`config.mk`:
```
export PLATFORM = sky130hd
export DESIGN_NAME = vpu_lane
export DESIGN_NICKNAME = d
export VERILOG_FILES = /design/src/design/vpu_pkg.sv /design/src/design/bias_stage.sv /design/src/design/leaky_relu_derivative_stage.sv /design/src/design/leaky_relu_stage.sv /design/src/design/mse_loss_stage.sv /design/src/design/vpu_lane.sv
export SDC_FILE = /design/constraint.sdc
export NUM_CORES = 2
export LEC_CHECK = 0
export BUFFER_PORTS_ARGS = -buffer_cell sky130_fd_sc_hd__buf_2
export CAP_MARGIN = 10
export CORE_MARGIN = 2
export CORE_UTILIZATION = 59
export DETAILED_ROUTE_END_ITERATION = 6
export HOLD_SLACK_MARGIN = 0.03
export MAX_ROUTING_LAYER = met4
export PLACE_DENSITY_LB_ADDON = 0.08
export SETUP_SLACK_MARGIN = 0.3
export SLEW_MARGIN = 10
export SYNTH_ARGS = -nofsm -noshare
export SYNTH_HDL_FRONTEND = slang
export SYNTH_SLANG_ARGS = --single-unit
```
`constraint.sdc`:
```
create_clock -name clk -period 24.6 [get_ports clk]
set_clock_uncertainty 0.05 [all_clocks]
set_input_delay 1.23 -clock clk [delete_from_list [all_inputs] [get_ports clk]]
set_output_delay 1.23 -clock clk [all_outputs]
set_load 0.01 [all_outputs]
```
`src/design/vpu_pkg.sv`:
```
package vpu_pkg;

    // q8.8 signed data word
    typedef logic signed [15:0] fixed_t;

    // full product of two q8.8 words, also wide enough for sums
    typedef logic signed [31:0] product_t;

    // stage enables, one bit per stage
    typedef logic [3:0] pathway_t;

    localparam int FRAC_BITS = 8;

    // bit positions inside pathway_t, stage order msb first
    localparam int PATH_BIAS    = 3;
    localparam int PATH_LRELU   = 2;
    localparam int PATH_LOSS    = 1;
    localparam int PATH_LRELU_D = 0;

    localparam fixed_t FIXED_MAX = fixed_t'(16'h7fff);
    localparam fixed_t FIXED_MIN = fixed_t'(16'h8000);

    // clamp a wide intermediate into the q8.8 range
    function automatic fixed_t sat_to_fixed(input product_t value);
        if (value > product_t'(FIXED_MAX)) begin
            return FIXED_MAX;
        end
        if (value < product_t'(FIXED_MIN)) begin
            return FIXED_MIN;
        end
        return fixed_t'(value);
    endfunction

    function automatic fixed_t sat_add(input fixed_t a, input fixed_t b);
        return sat_to_fixed(product_t'(a) + product_t'(b));
    endfunction

    function automatic fixed_t sat_sub(input fixed_t a, input fixed_t b);
        return sat_to_fixed(product_t'(a) - product_t'(b));
    endfunction

    // q16.16 product back to q8.8, arithmetic shift floors toward -inf
    function automatic fixed_t fixed_mul(input fixed_t a, input fixed_t b);
        product_t prod;
        prod = product_t'(a) * product_t'(b);
        return sat_to_fixed(prod >>> FRAC_BITS);
    endfunction

endpackage

```
`src/design/bias_stage.sv`:
```
module bias_stage (
    input  logic            clk,
    input  logic            rst,
    input  vpu_pkg::fixed_t data,
    input  logic            valid,
    input  vpu_pkg::fixed_t bias,
    output vpu_pkg::fixed_t z,
    output logic            z_valid
);
    import vpu_pkg::*;

    // z = data + bias, clamped at both ends
    fixed_t sum;

    assign sum = sat_add(data, bias);

    always_ff @(posedge clk or posedge rst) begin
        if (rst) begin
            z       <= '0;
            z_valid <= 1'b0;
        end else begin
            z_valid <= valid;
            // result only moves on a beat
            if (valid) begin
                z <= sum;
            end
        end
    end

    // every output beat comes from an input beat one cycle earlier
    assert property (@(posedge clk) disable iff (rst) z_valid |-> $past(valid));

endmodule

```
`src/design/leaky_relu_derivative_stage.sv`:
```
module leaky_relu_derivative_stage (
    input  logic            clk,
    input  logic            rst,
    input  vpu_pkg::fixed_t grad,
    input  logic            valid,
    input  vpu_pkg::fixed_t h,
    input  vpu_pkg::fixed_t leak_factor,
    output vpu_pkg::fixed_t grad_out,
    output logic            grad_out_valid
);
    import vpu_pkg::*;

    // slope of leaky relu at h, times the incoming gradient
    fixed_t gated;

    // h == 0 takes the leaky slope
    assign gated = (h > 0) ? grad : fixed_mul(grad, leak_factor);

    always_ff @(posedge clk or posedge rst) begin
        if (rst) begin
            grad_out       <= '0;
            grad_out_valid <= 1'b0;
        end else begin
            grad_out_valid <= valid;
            // h sampled together with the gradient beat
            if (valid) begin
                grad_out <= gated;
            end
        end
    end

    // one clock from input strobe to output strobe
    assert property (@(posedge clk) disable iff (rst)
        grad_out_valid |-> $past(valid));

endmodule

```
`src/design/leaky_relu_stage.sv`:
```
module leaky_relu_stage (
    input  logic            clk,
    input  logic            rst,
    input  vpu_pkg::fixed_t data,
    input  logic            valid,
    input  vpu_pkg::fixed_t leak_factor,
    output vpu_pkg::fixed_t h,
    output logic            h_valid
);
    import vpu_pkg::*;

    fixed_t act;

    // sign bit picks the leaky slope, zero passes through
    assign act = data[15] ? fixed_mul(data, leak_factor) : data;

    always_ff @(posedge clk or posedge rst) begin
        if (rst) begin
            h       <= '0;
            h_valid <= 1'b0;
        end else begin
            h_valid <= valid;
            if (valid) begin
                h <= act;
            end
        end
    end

    // one clock from input strobe to output strobe
    assert property (@(posedge clk) disable iff (rst) h_valid |-> $past(valid));

endmodule

```
`src/design/mse_loss_stage.sv`:
```
module mse_loss_stage (
    input  logic            clk,
    input  logic            rst,
    input  vpu_pkg::fixed_t h,
    input  logic            valid,
    input  vpu_pkg::fixed_t y_target,
    input  vpu_pkg::fixed_t inv_batch_x2,
    output vpu_pkg::fixed_t gradient,
    output logic            gradient_valid
);
    import vpu_pkg::*;

    // d(mse)/dh = (2 / batch) * (h - y)
    fixed_t diff;
    fixed_t scaled;

    // difference saturates first, then the scale
    assign diff   = sat_sub(h, y_target);
    assign scaled = fixed_mul(diff, inv_batch_x2);

    always_ff @(posedge clk or posedge rst) begin
        if (rst) begin
            gradient       <= '0;
            gradient_valid <= 1'b0;
        end else begin
            gradient_valid <= valid;
            if (valid) begin
                gradient <= scaled;
            end
        end
    end

    // one clock from input strobe to output strobe
    assert property (@(posedge clk) disable iff (rst)
        gradient_valid |-> $past(valid));

endmodule

```
`src/design/vpu_lane.sv`:
```
module vpu_lane (
    input  logic              clk,
    input  logic              rst,
    input  vpu_pkg::pathway_t pathway,
    input  vpu_pkg::fixed_t   data_in,
    input  logic              valid_in,
    input  vpu_pkg::fixed_t   bias_scalar,
    input  vpu_pkg::fixed_t   leak_factor,
    input  vpu_pkg::fixed_t   y_target,
    input  vpu_pkg::fixed_t   inv_batch_x2,
    input  vpu_pkg::fixed_t   h_saved,
    output vpu_pkg::fixed_t   data_out,
    output logic              valid_out
);
    import vpu_pkg::*;

    // stage inputs, zeroed when the stage is switched out
    fixed_t bias_data;
    logic   bias_valid;
    fixed_t lrelu_data;
    logic   lrelu_valid;
    fixed_t loss_data;
    logic   loss_valid;
    fixed_t lrd_data;
    logic   lrd_valid;
    fixed_t lrd_h;

    // stage outputs
    fixed_t bias_z;
    logic   bias_z_valid;
    fixed_t lrelu_h;
    logic   lrelu_h_valid;
    fixed_t loss_grad;
    logic   loss_grad_valid;
    fixed_t lrd_grad;
    logic   lrd_grad_valid;

    // chain points between stages, stage result or bypass wire
    fixed_t after_bias_data;
    logic   after_bias_valid;
    fixed_t after_lrelu_data;
    logic   after_lrelu_valid;
    fixed_t after_loss_data;
    logic   after_loss_valid;
    fixed_t after_lrd_data;
    logic   after_lrd_valid;

    // last h, lrelu result delayed one cycle to meet the loss result
    fixed_t last_h;

    always_comb begin
        // bias
        bias_data         = pathway[PATH_BIAS] ? data_in : '0;
        bias_valid        = pathway[PATH_BIAS] & valid_in;
        after_bias_data   = pathway[PATH_BIAS] ? bias_z : data_in;
        after_bias_valid  = pathway[PATH_BIAS] ? bias_z_valid : valid_in;

        // leaky relu
        lrelu_data        = pathway[PATH_LRELU] ? after_bias_data : '0;
        lrelu_valid       = pathway[PATH_LRELU] & after_bias_valid;
        after_lrelu_data  = pathway[PATH_LRELU] ? lrelu_h : after_bias_data;
        after_lrelu_valid = pathway[PATH_LRELU] ? lrelu_h_valid : after_bias_valid;

        // loss gradient
        loss_data         = pathway[PATH_LOSS] ? after_lrelu_data : '0;
        loss_valid        = pathway[PATH_LOSS] & after_lrelu_valid;
        after_loss_data   = pathway[PATH_LOSS] ? loss_grad : after_lrelu_data;
        after_loss_valid  = pathway[PATH_LOSS] ? loss_grad_valid : after_lrelu_valid;

        // lrelu derivative, h from cache in transition mode, else external
        lrd_data          = pathway[PATH_LRELU_D] ? after_loss_data : '0;
        lrd_valid         = pathway[PATH_LRELU_D] & after_loss_valid;
        lrd_h             = pathway[PATH_LOSS] ? last_h : h_saved;
        after_lrd_data    = pathway[PATH_LRELU_D] ? lrd_grad : after_loss_data;
        after_lrd_valid   = pathway[PATH_LRELU_D] ? lrd_grad_valid : after_loss_valid;
    end

    // outputs held low during reset
    assign data_out  = rst ? '0 : after_lrd_data;
    assign valid_out = rst ? 1'b0 : after_lrd_valid;

    always_ff @(posedge clk or posedge rst) begin
        if (rst) begin
            last_h <= '0;
        end else if (pathway[PATH_LOSS]) begin
            last_h <= lrelu_h;
        end else begin
            last_h <= '0;
        end
    end

    bias_stage u_bias (
        .clk     (clk),
        .rst     (rst),
        .data    (bias_data),
        .valid   (bias_valid),
        .bias    (bias_scalar),
        .z       (bias_z),
        .z_valid (bias_z_valid)
    );

    leaky_relu_stage u_lrelu (
        .clk         (clk),
        .rst         (rst),
        .data        (lrelu_data),
        .valid       (lrelu_valid),
        .leak_factor (leak_factor),
        .h           (lrelu_h),
        .h_valid     (lrelu_h_valid)
    );

    mse_loss_stage u_loss (
        .clk            (clk),
        .rst            (rst),
        .h              (loss_data),
        .valid          (loss_valid),
        .y_target       (y_target),
        .inv_batch_x2   (inv_batch_x2),
        .gradient       (loss_grad),
        .gradient_valid (loss_grad_valid)
    );

    leaky_relu_derivative_stage u_lrelu_d (
        .clk            (clk),
        .rst            (rst),
        .grad           (lrd_data),
        .valid          (lrd_valid),
        .h              (lrd_h),
        .leak_factor    (leak_factor),
        .grad_out       (lrd_grad),
        .grad_out_valid (lrd_grad_valid)
    );

    // no x on the output strobe once out of reset
    assert property (@(posedge clk) disable iff (rst) !$isunknown(valid_out));

    // all stages off, strobe is a straight wire
    assert property (@(posedge clk) disable iff (rst)
        (pathway == '0) |-> (valid_out == valid_in));

endmodule

```
## After elaboration in Yosys (flattened, before gate mapping)

Cells that the tools add are included.

| storage, ports and cells | value |
|---|---|
| register bits | 84 |
| bits in latches | 0 |
| bits in writable memories | 0 |
| bits in read-only memories | 0 |
| input port bits | 103 |
| output and inout bits | 17 |
| logic and storage cells | 82 |
| memories kept | 0 |

| operators by class | value |
|---|---|
| add/subtract/negate cells | 2 |
| $mul | 3 |
| div/mod/pow operators | 0 |
| magnitude comparators | 11 |
| eq/ne operators | 0 |
| shifts and indexed selects | 0 |
| multiplexer cells | 53 |
| bitwise gates (word level) | 4 |
| reduce and logical (&&, ||, !) cells | 0 |

Operators with widths:

| kind | number |
|---|---|
| 2-to-1 mux 16 bit | 33 |
| multiplier 16 x 16 -> 32 bit | 3 |
| greater-than comparator 24 x 16 -> 1 bit, second input constant | 3 |
| < comparator 24 x 16 -> 1 bit, second input constant | 3 |
| greater-than comparator 32 x 16 -> 1 bit, second input constant | 2 |
| < comparator 32 x 16 -> 1 bit, second input constant | 2 |
| 2-to-1 mux 1 bit | 20 |
| adder 16 x 16 -> 17 bit | 1 |
| subtractor 16 x 16 -> 17 bit | 1 |
| greater-than comparator 16 x 1 -> 1 bit, second input constant | 1 |
| AND 1 bit | 4 |

## Longest topological paths before layout

| depth | value |
|---|---|
| depth after elaboration | 15 |
| gate-level depth with buffers | 46 |

## Hierarchy

From an unflattened synthesis, not the netlist that was laid out.

| second synthesis, totals | value |
|---|---|
| cells, all modules | 4263 |
| area, all modules | 37719.9 um^2 |

Modules (own cells, without submodules):

| module | times used | cells each | area each (um^2) | sequential area each (um^2) |
|---|---|---|---|---|
| mse_loss_stage | 1 | 1400 | 12181.7 | 425.4 |
| leaky_relu_derivative_stage | 1 | 1268 | 11150.7 | 425.4 |
| leaky_relu_stage | 1 | 1160 | 10655.2 | 425.4 |
| vpu_lane | 1 | 254 | 2093.3 | 400.4 |
| bias_stage | 1 | 181 | 1639.1 | 425.4 |

## Worst setup path after synthesis

No wires, ideal clock.

| path | value |
|---|---|
| path type | input -> register |
| start point | in pathway[2] |
| end point | reg u_loss.gradient[0] |
| library setup time | 0.129 ns |
| arrival | 11.034 ns |
| required time | 24.421 ns |
| slack | 13.387 ns |
| cell stages on the path | 38 |
| cell sequence | clkinv_1 buf_1 clkbuf_1 o21ai_0 or2_2 fa_1 and2b_1 o31ai_2 a31oi_4 a31oi_2 a221oi_1 nor2_1 clkbuf_1 o21ai_0 clkbuf_1 nand2_1 fa_1 fa_1 [... 2 more ...] inv_1 fa_1 inv_1 fa_1 inv_1 ha_1 and3_1 nand2_1 or4_1 o211ai_1 a31oi_1 or4_1 and3_1 nor4_2 nand4b_1 o41ai_4 buf_6 o22ai_2 |

| between the ends | value |
|---|---|
| word-level cells in the longest chain between the ends | 14 |
| elaborated cells between the ends (all ways) | 22 |
| those cells by class | 1 x add/sub; 1 x mul; 4 x order compare; 15 x mux; 1 x bitwise |

Ends and longest elaborated chain:

| item | RTL line | text |
|---|---|---|
| start, declared | vpu_lane.sv:4 | `input vpu_pkg::pathway_t pathway,` |
| 2-to-1 mux 16 bit | vpu_lane.sv:61 | `after_lrelu_data = pathway[PATH_LRELU] ? lrelu_h : after_bias_data;` |
| 2-to-1 mux 16 bit | vpu_lane.sv:65 | `loss_data = pathway[PATH_LOSS] ? after_lrelu_data : '0;` |
| subtractor 16 x 16 -> 17 bit | vpu_pkg.sv:39 | `return sat_to_fixed(product_t'(a) - product_t'(b));` |
| < comparator 32 x 16 -> 1 bit | vpu_pkg.sv:28 | `if (value < product_t'(FIXED_MIN)) begin` |
| 2-to-1 mux 1 bit (2 in series) | vpu_pkg.sv:28 |  |
| 2-to-1 mux 16 bit | vpu_pkg.sv:31 | `return fixed_t'(value);` |
| 2-to-1 mux 16 bit | vpu_pkg.sv:28 |  |
| multiplier 16 x 16 -> 32 bit | vpu_pkg.sv:45 | `prod = product_t'(a) * product_t'(b);` |
| < comparator 24 x 16 -> 1 bit | vpu_pkg.sv:28 |  |
| 2-to-1 mux 1 bit (2 in series) | vpu_pkg.sv:28 |  |
| 2-to-1 mux 16 bit | vpu_pkg.sv:31 |  |
| 2-to-1 mux 16 bit | vpu_pkg.sv:28 |  |
| end signal, assigned | mse_loss_stage.sv:28 | `gradient <= scaled;` |
| end, declared | mse_loss_stage.sv:8 | `output vpu_pkg::fixed_t gradient,` |

Several ways; a longest one is shown, not always the timed one. The select of a mux whose other input is x is not followed.
A chain may end at the register's enable or synchronous reset.

## Worst setup path in the final report

| path | value |
|---|---|
| start point | in pathway[1] |
| end point | reg u_loss.gradient[10] |

| between the ends | value |
|---|---|
| word-level cells in the longest chain between the ends | 13 |
| elaborated cells between the ends (all ways) | 20 |
| those cells by class | 1 x add/sub; 1 x mul; 4 x order compare; 13 x mux; 1 x bitwise |

Ends and longest elaborated chain:

| item | RTL line |
|---|---|
| 2-to-1 mux 16 bit | vpu_lane.sv:65 |
| subtractor 16 x 16 -> 17 bit | vpu_pkg.sv:39 |
| < comparator 32 x 16 -> 1 bit | vpu_pkg.sv:28 |
| 2-to-1 mux 1 bit (2 in series) | vpu_pkg.sv:28 |
| 2-to-1 mux 16 bit | vpu_pkg.sv:31 |
| 2-to-1 mux 16 bit | vpu_pkg.sv:28 |
| multiplier 16 x 16 -> 32 bit | vpu_pkg.sv:45 |
| < comparator 24 x 16 -> 1 bit | vpu_pkg.sv:28 |
| 2-to-1 mux 1 bit (2 in series) | vpu_pkg.sv:28 |
| 2-to-1 mux 16 bit | vpu_pkg.sv:31 |
| 2-to-1 mux 16 bit | vpu_pkg.sv:28 |

Several ways; a longest one is shown, not always the timed one. The select of a mux whose other input is x is not followed.

==> results.txt <==
Slew Limit Headroom: 0.254
Vias per Instance: 5.63
I/O pin count: 120
DRT antenna net count: 0
met1 Track Usage GR: 0.426
critical path class: in -> reg
Die Wd: 250 um
Synth cell types: 84
maximum fanout along the worst path: 58
gpl congestion: 0.929
busiest layer in global routing: met2
Port Buffers: 119
Die H: 250 um
Worst R2R End: u_loss.gradient[10]$_DFFE_PP0P_
crit path launch type: input pin
RSZ-0062 raised after global routing: false
clk root buf: clkbuf_16
first-pass GRT wire length: 152 mm
Clock Tree Buf Depth: 2
PnR worst setup slack: 11.61 ns
global route total overflow: 0
met3 usage: 0.0355
hold_sp: u_bias.z[7]$_DFFE_PP0P_
Hold Path Stages: 2
die footprint: 62500 um2
post-synthesis sequential area ratio: 0.0589
R2R setup slack: 13.11 ns
Global Route Usage Sum: 0.316
post-synth net total: 5190
Hold Buf Count CTS: 0
DRC: 0
ys async rst share: 1.00
Area growth, synth to finish: 4.08%
Worst-Skew Late Latency: 0.38 ns
final setup fails: 0
max-cap check violation count: 0
Min-Delay Endpoint: u_bias.z[7]$_DFFE_PP0P_
Reg2Reg Depth: 36
DP HPWL: 73.5 mm
largest net degree at the start of global routing: 95
clock slew at reported path FFs: 0.07 ns
Post-CTS Resized: 0
synthesized area: 35700 um2
Std-Cell Rows: 90
commonest cells after routing, fill and taps aside: inv_1 (888), fa_1 (785), nand2_1 (541), ha_1 (270), and2_1 (217)
CTS tree: done
first drt pass iteration count: 6
max-slew violation count: 0
dominant synthesized flop cell: dfrtp_1
vias in the first global route: 28.8k
crit path DAT: 13.17 ns
kind of end point of the critical path: flip-flop
Crit Reg-Reg Startpoint: u_bias.z[0]$_DFFE_PP0P_
vias: 27.0k
Min-Delay Path Class: reg -> reg
Synth Instances: 4032
antenna violations before repair: 1
crit path max-delay cell type: o41ai_4
GR Util met2: 0.514
Post-CTS Setup Inserts: 0
fraction of layout cells with a size suffix above 1: 0.0574
cell family with most CP delay: adder cells
DP Worst Slack: 10.93 ns
commonest non-fill, non-tap cell in the layout: inv_1
H-tree Lvls: 3
Worst EP required: 24.77 ns
Synth Area per Inst: 8.86 um2
setup tns final: 0 ns
minimum clock period: 12.99 ns
clock sink count: 84
Wirelength per Cell: 18.8 um
core area: 60100 um2
cts bufs inserted: 9
#FFs+latches synth: 84
period utilization: 0.528
Fin. Hold Viols: 0
Worst path most repeated cell: fa_1
final design utilization: 0.618
max incr delay on CP: 0.78 ns
YS warnings: 0
Buf/Inv on CP: 5
maximum clock rate: 77.0 MHz
Iter 0 DRT Violations: 1627
status: complete, no violations
EDFF count, synth: 0
WL final: 90.4 mm
Initial Util: 0.594
Worst-Margin Slew: 1.11 ns
Ant. Diodes: 0
nets@finish: 5176
[sequential cells by signal (all words and copies together), names as in the netlist]
register / cells
last_h: 16
u_bias.z: 16
u_loss.gradient: 16
u_lrelu.h: 16
u_lrelu_d.grad_out: 16
u_bias.z_valid: 1
u_loss.gradient_valid: 1
u_lrelu.h_valid: 1
u_lrelu_d.grad_out_valid: 1
[logic make-up (layout without fill, tap and decap cells)]
family	after synthesis	after routing	synth area share
and+or+nand+nor	1218	1218	0.167
buffers and inverters	1075	1066	0.114
adders and majority gates	1063	1063	0.537
AOI/OAI and AO/OA	421	421	0.0787
xor gates and xnor gates	122	122	0.0301
DFF	84	84	0.0589
muxes	49	49	0.0143
[worst min-delay path, stage by stage, from the launching register on]
cell	delay [ns]
dfrtp_1	0.34
nand2_1	0.05
o21ai_0	0.06
[routing by layer]
metal,up-vias,part of all wire,routed length [um]
li1,12289,-,-
met1,13787,0.43,38600
met2,834,0.48,43600
met3,128,0.061,5470
met4,0,0.029,2620
met5,-,0,0
[how the worst max path moves through the flow]
stage | slack, ns | endpoint | from | cells after the start
5_1_grt | 10.62 | u_loss.gradient[10]$_DFFE_PP0P_ | pathway[1] | 35
6_report | 11.61 | u_loss.gradient[10]$_DFFE_PP0P_ | pathway[1] | 35
4_1_cts | 11.35 | u_loss.gradient[7]$_DFFE_PP0P_ | pathway[1] | 35
3_3_place_gp | 11.20 | u_loss.gradient[13]$_DFFE_PP0P_ | pathway[1] | 35
3_5_place_dp | 10.93 | u_loss.gradient[7]$_DFFE_PP0P_ | pathway[1] | 35
2_1_floorplan | 13.39 | u_loss.gradient[0]$_DFFE_PP0P_ | pathway[2] | 38
[cell type report]
type	count	area, um2
Sequential cell	84	2100
Clock inverter	6	53.8
Multi-Input combinational cell	2873	29600
Timing Repair Buffer	159	896
Fill cell	5378	23000
Inverter	891	3350
Tap cell	782	978
Clock buffer	10	239
[cells in the mapped netlist (all sizes together) (13+ instances only)]
master | count | area share
dfrtp | 84 | 0.059
o21bai | 16 | 0.0034
xor2 | 37 | 0.0091
nand2b | 39 | 0.0068
mux2i | 34 | 0.0095
a21oi | 114 | 0.017
o2111ai | 14 | 0.0038
nor2 | 117 | 0.012
xnor2 | 85 | 0.021
ha | 270 | 0.095
a21o | 38 | 0.0080
nor2b | 17 | 0.0030
nor3 | 26 | 0.0039
inv | 889 | 0.093
buf | 17 | 0.0028
fa | 785 | 0.44
mux2 | 15 | 0.0047
or3 | 13 | 0.0023
and2 | 218 | 0.038
o21ai | 109 | 0.015
nand3 | 24 | 0.0034
o31ai | 22 | 0.0052
and3 | 163 | 0.029
nand2 | 541 | 0.057
nand4 | 21 | 0.0037
o22ai | 32 | 0.0067
clkbuf | 167 | 0.018
[through the flow]
| step | std cells | area (um2) | hold WS (ns) |
|---|---|---|---|
| final | 4805 | 37200 | 0.431 |
| after global routing | 4805 | 37200 | 0.457 |
| after CTS | 4805 | 37200 | 0.436 |
| after detailed placement | 4789 | 36900 | 0.419 |
| after global placement | 4789 | 36900 | 0.410 |
| after floorplan | 4032 | 35700 | 0.394 |
Power is left out: the tool's default activity adds up to more than one toggle a clock period on the data nets, which glitch-free logic cannot reach.
